==> src/logic/webp_pkg.sv <==
// One 4x4 luma block per macroblock, DC prediction only; frame width at most MAX_MB_W - 1
`default_nettype none

package webp_pkg;

    // ------------------------------
    // Frame limits
    // ------------------------------
    localparam int MAX_MB_W   = 64;
    localparam int MB_COORD_W = 6;
    localparam int MB_SIZE    = 4;
    localparam int MB_PIXELS  = MB_SIZE * MB_SIZE;

    // Boundary values outside the frame
    localparam logic [7:0] TOP_DEFAULT  = 8'd127;
    localparam logic [7:0] LEFT_DEFAULT = 8'd129;

    // ------------------------------
    // Scalar types
    // ------------------------------
    typedef logic [7:0]            pixel_t;
    typedef logic signed [8:0]     level_t;
    typedef logic [MB_COORD_W-1:0] mb_coord_t;

    // ------------------------------
    // Structs
    // ------------------------------

    // p[0] is the top-left pixel, raster order
    typedef struct packed {
        pixel_t [MB_PIXELS-1:0] p;
    } mb_pixels_t;

    // Top row left to right, or left column top to bottom
    typedef struct packed {
        pixel_t [MB_SIZE-1:0] p;
    } edge_t;

    // Rounding is half of one step of (1 << shift)
    typedef struct packed {
        logic [2:0] shift;
        logic [7:0] zthresh;
    } quant_t;

    typedef struct packed {
        mb_coord_t              x;
        mb_coord_t              y;
        pixel_t                 dc;
        level_t [MB_PIXELS-1:0] levels;
        logic [5:0]             nz;
    } mb_result_t;

endpackage

`default_nettype wire

==> src/logic/mb_sequencer.sv <==
// mb_w and mb_h must be nonzero; one macroblock in flight, results leave in raster order
`default_nettype none

module mb_sequencer (
    input  wire logic                          clk,
    input  wire logic                          rst_n,
    input  wire logic                          start,
    input  wire logic [webp_pkg::MB_COORD_W-1:0] mb_w,
    input  wire logic [webp_pkg::MB_COORD_W-1:0] mb_h,
    input  wire logic                          pix_empty,
    input  wire logic                          out_full,
    input  wire logic                          dec_done,
    output logic                               pix_rd,
    output logic                               dec_start,
    output logic                               out_wr,
    output logic                               done,
    output logic [webp_pkg::MB_COORD_W-1:0]      mb_x,
    output logic [webp_pkg::MB_COORD_W-1:0]      mb_y
);

    import webp_pkg::*;

    typedef enum logic [2:0] {
        IDLE,
        INIT,
        RDEN,
        DSTART,
        WAIT,
        FULL,
        NEXT,
        DONE
    } state_t;

    state_t    state;
    state_t    state_nx;
    mb_coord_t last_x;
    mb_coord_t last_y;
    logic      last_mb;

    assign last_mb = (mb_x == last_x) && (mb_y == last_y);

    // ------------------------------
    // State machine
    // ------------------------------
    always_ff @(posedge clk or negedge rst_n) begin
        if (!rst_n) begin
            state <= IDLE;
        end else begin
            state <= state_nx;
        end
    end

    always_comb begin
        state_nx = state;
        case (state)
            IDLE: begin
                if (start) begin
                    state_nx = INIT;
                end
            end
            INIT: begin
                state_nx = RDEN;
            end
            RDEN: begin
                if (!pix_empty) begin
                    state_nx = DSTART;
                end
            end
            DSTART: begin
                // Hold here if the FIFO flag drops back
                if (!pix_empty) begin
                    state_nx = WAIT;
                end
            end
            WAIT: begin
                if (dec_done) begin
                    if (out_full) begin
                        state_nx = FULL;
                    end else begin
                        state_nx = last_mb ? DONE : NEXT;
                    end
                end
            end
            FULL: begin
                if (!out_full) begin
                    state_nx = last_mb ? DONE : NEXT;
                end
            end
            NEXT: begin
                state_nx = RDEN;
            end
            DONE: begin
                state_nx = IDLE;
            end
            default: begin
                state_nx = IDLE;
            end
        endcase
    end

    // ------------------------------
    // Strobes
    // ------------------------------
    // Pop and decimate start share one cycle, decimator latches the show-ahead word
    assign dec_start = (state == DSTART) && !pix_empty;
    assign pix_rd    = dec_start;

    // Write on the transition out of WAIT or FULL
    assign out_wr = !out_full && (((state == WAIT) && dec_done) || (state == FULL));
    assign done   = (state == DONE);

    // ------------------------------
    // Raster position
    // ------------------------------
    always_ff @(posedge clk or negedge rst_n) begin
        if (!rst_n) begin
            mb_x   <= '0;
            mb_y   <= '0;
            last_x <= '0;
            last_y <= '0;
        end else begin
            case (state)
                INIT: begin
                    mb_x   <= '0;
                    mb_y   <= '0;
                    last_x <= mb_w - 1'b1;
                    last_y <= mb_h - 1'b1;
                end
                NEXT: begin
                    if (mb_x == last_x) begin
                        mb_x <= '0;
                        mb_y <= mb_y + 1'b1;
                    end else begin
                        mb_x <= mb_x + 1'b1;
                    end
                end
                default: begin
                end
            endcase
        end
    end

endmodule

`default_nettype wire

==> src/logic/mb_decimate.sv <==
// Fixed 18-cycle latency per block; quant reload honoured only while idle
`default_nettype none

module mb_decimate (
    input  wire logic                          clk,
    input  wire logic                          rst_n,
    input  wire logic                          start,
    input  wire logic                          reload,
    input  wire webp_pkg::quant_t              quant,
    input  wire webp_pkg::mb_pixels_t          pix_data,
    input  wire webp_pkg::edge_t               top,
    input  wire webp_pkg::edge_t               left,
    input  wire logic [webp_pkg::MB_COORD_W-1:0] mb_x,
    input  wire logic [webp_pkg::MB_COORD_W-1:0] mb_y,
    output logic                               busy_done,
    output webp_pkg::mb_result_t               result,
    output webp_pkg::mb_pixels_t               recon
);

    import webp_pkg::*;

    typedef enum logic [1:0] {
        D_IDLE,
        D_PRED,
        D_PIX,
        D_FIN
    } dstate_t;

    dstate_t           state;
    logic [3:0]        idx;
    quant_t            quant_q;
    mb_pixels_t        pix_q;

    logic [10:0]       edge_sum;
    pixel_t            cur_pix;
    logic signed [9:0] resid;
    logic [8:0]        mag;
    logic [8:0]        half_step;
    logic              is_zero;
    logic [9:0]        q_mag;
    level_t            level;
    logic [10:0]       deq;
    logic signed [11:0] rec_full;
    pixel_t            rec_pix;

    // ------------------------------
    // DC prediction
    // ------------------------------
    always_comb begin
        edge_sum = 11'd4;
        for (int i = 0; i < MB_SIZE; i++) begin
            edge_sum = edge_sum + top.p[i] + left.p[i];
        end
    end

    // ------------------------------
    // Per-pixel quantise and rebuild
    // ------------------------------
    assign cur_pix   = pix_q.p[idx];
    assign resid     = $signed({2'b00, cur_pix}) - $signed({2'b00, result.dc});
    assign mag       = resid[9] ? 9'(-resid) : 9'(resid);
    assign half_step = (9'd1 << quant_q.shift) >> 1;
    assign is_zero   = mag <= {1'b0, quant_q.zthresh};
    assign q_mag     = is_zero ? 10'd0 : (({1'b0, mag} + {1'b0, half_step}) >> quant_q.shift);
    assign level     = resid[9] ? -$signed(q_mag[8:0]) : $signed(q_mag[8:0]);
    assign deq       = {1'b0, q_mag} << quant_q.shift;

    always_comb begin
        if (resid[9]) begin
            rec_full = $signed({4'd0, result.dc}) - $signed({1'b0, deq});
        end else begin
            rec_full = $signed({4'd0, result.dc}) + $signed({1'b0, deq});
        end
        if (rec_full[11]) begin
            rec_pix = 8'd0;
        end else if (rec_full > 12'sd255) begin
            rec_pix = 8'd255;
        end else begin
            rec_pix = rec_full[7:0];
        end
    end

    // ------------------------------
    // Control
    // ------------------------------
    always_ff @(posedge clk or negedge rst_n) begin
        if (!rst_n) begin
            state   <= D_IDLE;
            idx     <= '0;
            quant_q <= '0;
        end else begin
            case (state)
                D_IDLE: begin
                    if (start) begin
                        state <= D_PRED;
                    end else if (reload) begin
                        quant_q <= quant;
                    end
                end
                D_PRED: begin
                    idx   <= '0;
                    state <= D_PIX;
                end
                D_PIX: begin
                    idx <= idx + 1'b1;
                    if (idx == 4'(MB_PIXELS - 1)) begin
                        state <= D_FIN;
                    end
                end
                default: begin
                    state <= D_IDLE;
                end
            endcase
        end
    end

    assign busy_done = (state == D_FIN);

    // Result and recon hold from D_FIN until the next start
    always_ff @(posedge clk) begin
        case (state)
            D_IDLE: begin
                if (start) begin
                    pix_q    <= pix_data;
                    result.x <= mb_x;
                    result.y <= mb_y;
                end
            end
            D_PRED: begin
                result.dc <= edge_sum[10:3];
                result.nz <= '0;
            end
            D_PIX: begin
                result.levels[idx] <= level;
                recon.p[idx]       <= rec_pix;
                result.nz          <= result.nz + 6'(level != 9'sd0);
            end
            default: begin
            end
        endcase
    end

endmodule

`default_nettype wire

==> src/logic/boundary_store.sv <==
// Edge defaults come from mb_x/mb_y being zero, so the line buffer is never cleared
`default_nettype none

module boundary_store (
    input  wire logic                          clk,
    input  wire logic                          rst_n,
    input  wire logic                          capture,
    input  wire logic [webp_pkg::MB_COORD_W-1:0] mb_x,
    input  wire logic [webp_pkg::MB_COORD_W-1:0] mb_y,
    input  wire webp_pkg::mb_pixels_t          recon,
    output webp_pkg::edge_t                    top,
    output webp_pkg::edge_t                    left
);

    import webp_pkg::*;

    edge_t line_mem [MAX_MB_W];
    edge_t left_q;
    edge_t bottom_row;
    edge_t right_col;

    // ------------------------------
    // Edge extraction
    // ------------------------------
    always_comb begin
        for (int i = 0; i < MB_SIZE; i++) begin
            bottom_row.p[i] = recon.p[(MB_SIZE - 1) * MB_SIZE + i];
            right_col.p[i]  = recon.p[i * MB_SIZE + MB_SIZE - 1];
        end
    end

    // ------------------------------
    // Storage
    // ------------------------------
    // Bottom row per column, read back one frame row later
    always_ff @(posedge clk) begin
        if (capture) begin
            line_mem[mb_x] <= bottom_row;
        end
    end

    always_ff @(posedge clk or negedge rst_n) begin
        if (!rst_n) begin
            left_q <= {MB_SIZE{LEFT_DEFAULT}};
        end else if (capture) begin
            left_q <= right_col;
        end
    end

    // ------------------------------
    // Neighbour selection
    // ------------------------------
    assign top  = (mb_y == '0) ? edge_t'({MB_SIZE{TOP_DEFAULT}}) : line_mem[mb_x];
    assign left = (mb_x == '0) ? edge_t'({MB_SIZE{LEFT_DEFAULT}}) : left_q;

endmodule

`default_nettype wire

==> src/logic/webp_encode_top.sv <==
// Input FIFO must be show-ahead; quant and reload are only valid while no frame is running
`default_nettype none

module webp_encode_top (
    input  wire logic                          clk,
    input  wire logic                          rst_n,
    input  wire logic                          start,
    input  wire logic [webp_pkg::MB_COORD_W-1:0] mb_w,
    input  wire logic [webp_pkg::MB_COORD_W-1:0] mb_h,
    input  wire webp_pkg::quant_t              quant,
    input  wire logic                          reload,
    input  wire webp_pkg::mb_pixels_t          pix_data,
    input  wire logic                          pix_empty,
    output logic                               pix_rd,
    output webp_pkg::mb_result_t               out_data,
    output logic                               out_wr,
    input  wire logic                          out_full,
    output logic                               done
);

    import webp_pkg::*;

    logic       dec_start;
    logic       dec_done;
    mb_coord_t  mb_x;
    mb_coord_t  mb_y;
    mb_pixels_t recon;
    edge_t      top;
    edge_t      left;

    mb_sequencer u_seq (
        .clk       (clk),
        .rst_n     (rst_n),
        .start     (start),
        .mb_w      (mb_w),
        .mb_h      (mb_h),
        .pix_empty (pix_empty),
        .out_full  (out_full),
        .dec_done  (dec_done),
        .pix_rd    (pix_rd),
        .dec_start (dec_start),
        .out_wr    (out_wr),
        .done      (done),
        .mb_x      (mb_x),
        .mb_y      (mb_y)
    );

    mb_decimate u_dec (
        .clk       (clk),
        .rst_n     (rst_n),
        .start     (dec_start),
        .reload    (reload),
        .quant     (quant),
        .pix_data  (pix_data),
        .top       (top),
        .left      (left),
        .mb_x      (mb_x),
        .mb_y      (mb_y),
        .busy_done (dec_done),
        .result    (out_data),
        .recon     (recon)
    );

    // Captures on dec_done while mb_x/mb_y still name the finished block
    boundary_store u_bnd (
        .clk     (clk),
        .rst_n   (rst_n),
        .capture (dec_done),
        .mb_x    (mb_x),
        .mb_y    (mb_y),
        .recon   (recon),
        .top     (top),
        .left    (left)
    );

endmodule

`default_nettype wire

==> config.mk <==
export PLATFORM = sky130hd
export DESIGN_NAME = webp_encode_top
export DESIGN_NICKNAME = d
export VERILOG_FILES = /design/src/logic/webp_pkg.sv /design/src/logic/mb_sequencer.sv /design/src/logic/mb_decimate.sv /design/src/logic/boundary_store.sv /design/src/logic/webp_encode_top.sv
export SDC_FILE = /design/constraint.sdc
export NUM_CORES = 2
export LEC_CHECK = 0
export BUFFER_PORTS_ARGS = -buffer_cell sky130_fd_sc_hd__buf_4
export CORE_MARGIN = 2
export CORE_UTILIZATION = 55
export DETAILED_ROUTE_END_ITERATION = 10
export GPL_ROUTABILITY_DRIVEN = 1
export PLACE_DENSITY_LB_ADDON = 0.25
export SLEW_MARGIN = 20
export SYNTH_ARGS = -nofsm -noshare
export SYNTH_HDL_FRONTEND = slang
export SYNTH_SLANG_ARGS = --single-unit
==> constraint.sdc <==
create_clock -name clk -period 15.9 [get_ports clk]
set_input_delay 0.795 -clock clk [delete_from_list [all_inputs] [get_ports clk]]
set_output_delay 0.795 -clock clk [all_outputs]
set_load 0.01 [all_outputs]
==> run metrics <==
CP max stage delay 740 ps; Peak Freq 95.5 MHz; Finish-stage setup viols 0; crit path kind flip-flop to flip-flop; drt first-iter violations 8019; Psw 8.62 mW; Fin Hold WS 114 ps; Register Area 74100 um^2; Worst Path Max Fanout 25; Sw Ratio 36.5%; DIE AREA 174000 um^2; Pre-antenna DRT Iters 8; # fillers 11506; Sink Count 2478; Final Cycle Share 65.9%; non-filler cells, final 8076; Fin Setup TNS 0 ps; core box area 169000 um^2; GR Overflow Total 0; area of the multi-input gates 18800 um^2; Residual DRC 0; largest net degree at the start of global routing 109; Worst EP arrival 11010 ps; FFs w/ async S/R, synth 3.07%; Slew headroom 17.3%; Net Count, Synth 5489; Die Span X 417 um; vias 54335; vias in the first global route 52033; Crit. End Element flip-flop; PD cells 220 nW/um^2; P_leak 34.2 nW; Post-synth EDFFs 2402; internal power 15.0 mW; HP Class primary input to flip-flop; final WL 267000 um; Vias/cell 6.73; post-synthesis register bit count 2478; Slowest cell on crit path o32ai_1; Yosys top cell area share 76.9%; library cells used by synthesis 100; min Tclk post-route 10470 ps; area delta synth->final 14.4%; Final Hold Viols 0; area of the mapped netlist 93800 um^2; max_cap viols 0; detailed placement HPWL 152000 um; Final ANT Viol Nets 0; H-tree levels 4; Total Power 23.6 mW; Slew @ Worst Pin 1240 ps; yosys warns 0; buffers added on ports 329; first-pass GRT wire length 376000 um; Flop pwr share 37.9%; most frequent CP cell a21oi_1; most frequent cells in the layout edfxtp_1, a22oi_1, buf_4; top cells by area, synth edfxtp_1, a22oi_1, dfrtp_1; antenna violations before repair 19; Seq/Total Area, Yosys 78.9%; max-slew violations 0; # resized after CTS 0; Routed wire per std cell 33.0 um; GPL Wtd Cong 0.940; Clk pwr share 22.7%; CTS tree yes; type of origin of the critical path flip-flop; DIE HEIGHT 417 um; root buf cell clkbuf_16; cts bufs inserted 232; status completed; Cell Rows 151; dpl cells 7636; Post-CTS Setup Inserts 0; clk_skew 47.3 ps; synthesized instance count 5220; Critical Path RT 16440 ps; most common cell after layout, fill and taps aside edfxtp_1; RSZ-0062 raised after global routing false; I/O Pins 330; Clock Path Buffers 3; CTS clk-pin slew, worst paths 70 ps; Nets 5925; starting density of the core 55.4%; top_reg_cell synth edfxtp_1; leading area contributor after synthesis edfxtp_1; GRT Overall Usage 30.1%; share of post-route cells with drive strength above 1 18.3%; Peak VDD IR 0.000611 V; Worst-Skew Late Latency 880 ps; combinational power share 39.3%; Avg Synthesized Cell Area 18.0 um^2
flip-flops by register name, summed over array words and instances, names as in the netlist, 11 cells and up:
register	cells
u_bnd.line_mem	2048
u_dec.result	170
u_dec.pix_q	128
u_dec.recon	56
u_bnd.left_q	32
u_dec.quant_q	11
cells in the mapped netlist (21+ instances only):
| cell | number |
|---|---|
| xnor2_1 | 43 |
| dfrtp_1 | 68 |
| buf_1 | 109 |
| inv_1 | 89 |
| o21ai_0 | 58 |
| and2_1 | 21 |
| a221oi_1 | 121 |
| nand3_1 | 27 |
| nand2_1 | 101 |
| nor2_1 | 156 |
| xor2_1 | 30 |
| mux2_2 | 43 |
| a22o_1 | 105 |
| fa_1 | 49 |
| nand4_1 | 88 |
| a31oi_1 | 89 |
| ha_1 | 63 |
| clkbuf_1 | 205 |
| a41oi_1 | 91 |
| nor3_1 | 29 |
| a22oi_1 | 821 |
| nor4_1 | 21 |
| edfxtp_1 | 2402 |
| or4_1 | 26 |
| a21oi_1 | 95 |
| mux4_2 | 42 |
stage by stage:
stage / setup WS, ps / util (%) / instance area (um^2)
2_1_floorplan: 6400 / - / 93800
3_3_place_gp: 5680 / 59.0 / 100000
3_5_place_dp: 5450 / 59.0 / 100000
4_1_cts: 5400 / 63.3 / 107000
5_1_grt: 4650 / 63.3 / 107000
6_report: 5430 / 63.3 / 107000
power groups by stage:
stage	Clock, mW	Combinational, mW	Sequential [mW]
4_1_cts	5.40	9.13	8.94
3_3_place_gp	0	8.92	9.07
2_1_floorplan	0	6.10	9.04
5_1_grt	5.65	9.98	8.96
3_5_place_dp	0	9.07	9.08
6_report	5.36	9.28	8.95
metal layers:
metal	GRT usage, %	vias up	wire length, um
li1	-	22578	-
met1	41.3	27725	99600
met2	47.1	3477	126000
met3	6.47	543	28200
met4	13.1	12	12500
met5	0	-	76
critical path, delay by kind of cell, from the launching register on:
| family | cells | cell delay [ps] |
|---|---|---|
| flip-flops | 1 | 670 |
| AO/OA/AOI/OAI | 13 | 4340 |
| adder cells (fa/ha/maj) | 3 | 1350 |
| XOR/XNOR | 1 | 170 |
| multiplexers | 3 | 1630 |
| AND/OR/NAND/NOR | 8 | 1480 |
| buffers and inverters | 1 | 480 |
timing repair:
action / 4_1_cts / 5_1_grt
endpoints found under the hold margin: 36 / 0
endpoints found under the setup margin: 0 / 0
hold buffers: 1 / 0
logic make-up (layout without fill, tap and decap cells):
group / Yosys count / after routing / synth area share, %
AO/OA/AOI/OAI: 1507 / 1507 / 12.2
other: 0 / 7 / 0
adder cells (fa/ha/maj): 112 / 112 / 1.89
multiplexers: 92 / 92 / 1.62
buffers and inverters: 416 / 1047 / 1.70
flip-flops: 2478 / 2478 / 78.9
AND/OR/NAND/NOR: 539 / 539 / 2.95
XOR/XNOR: 76 / 76 / 0.745
worst paths after layout:
check                                     start               end  slack (ps)  cells past startpoint
worst max register to register     u_dec.idx[0]   u_dec.recon[99]        5430                     29
worst min register to register  u_dec.recon[88]  u_bnd.left_q[16]         470                      1
max in group asynchronous                 rst_n   u_bnd.left_q[7]       14390                      3
worst max-delay path               u_dec.idx[0]   u_dec.recon[99]        5430                     29
min in group asynchronous                 rst_n      u_dec.idx[0]         510                      2
worst min-delay path               pix_data[25]   u_dec.pix_q[25]         110                      1
layout make-up:
type,count,share of cell area [%]
clock inverters,128,1.07
multi-input cells,2326,17.5
inverters,93,0.325
diodes,7,0.0163
flip-flops and latches,2478,69.0
repair buffers,525,3.79
well taps,2218,2.59
clock buffers,301,5.75
Power figures use the tool's default switching activity.
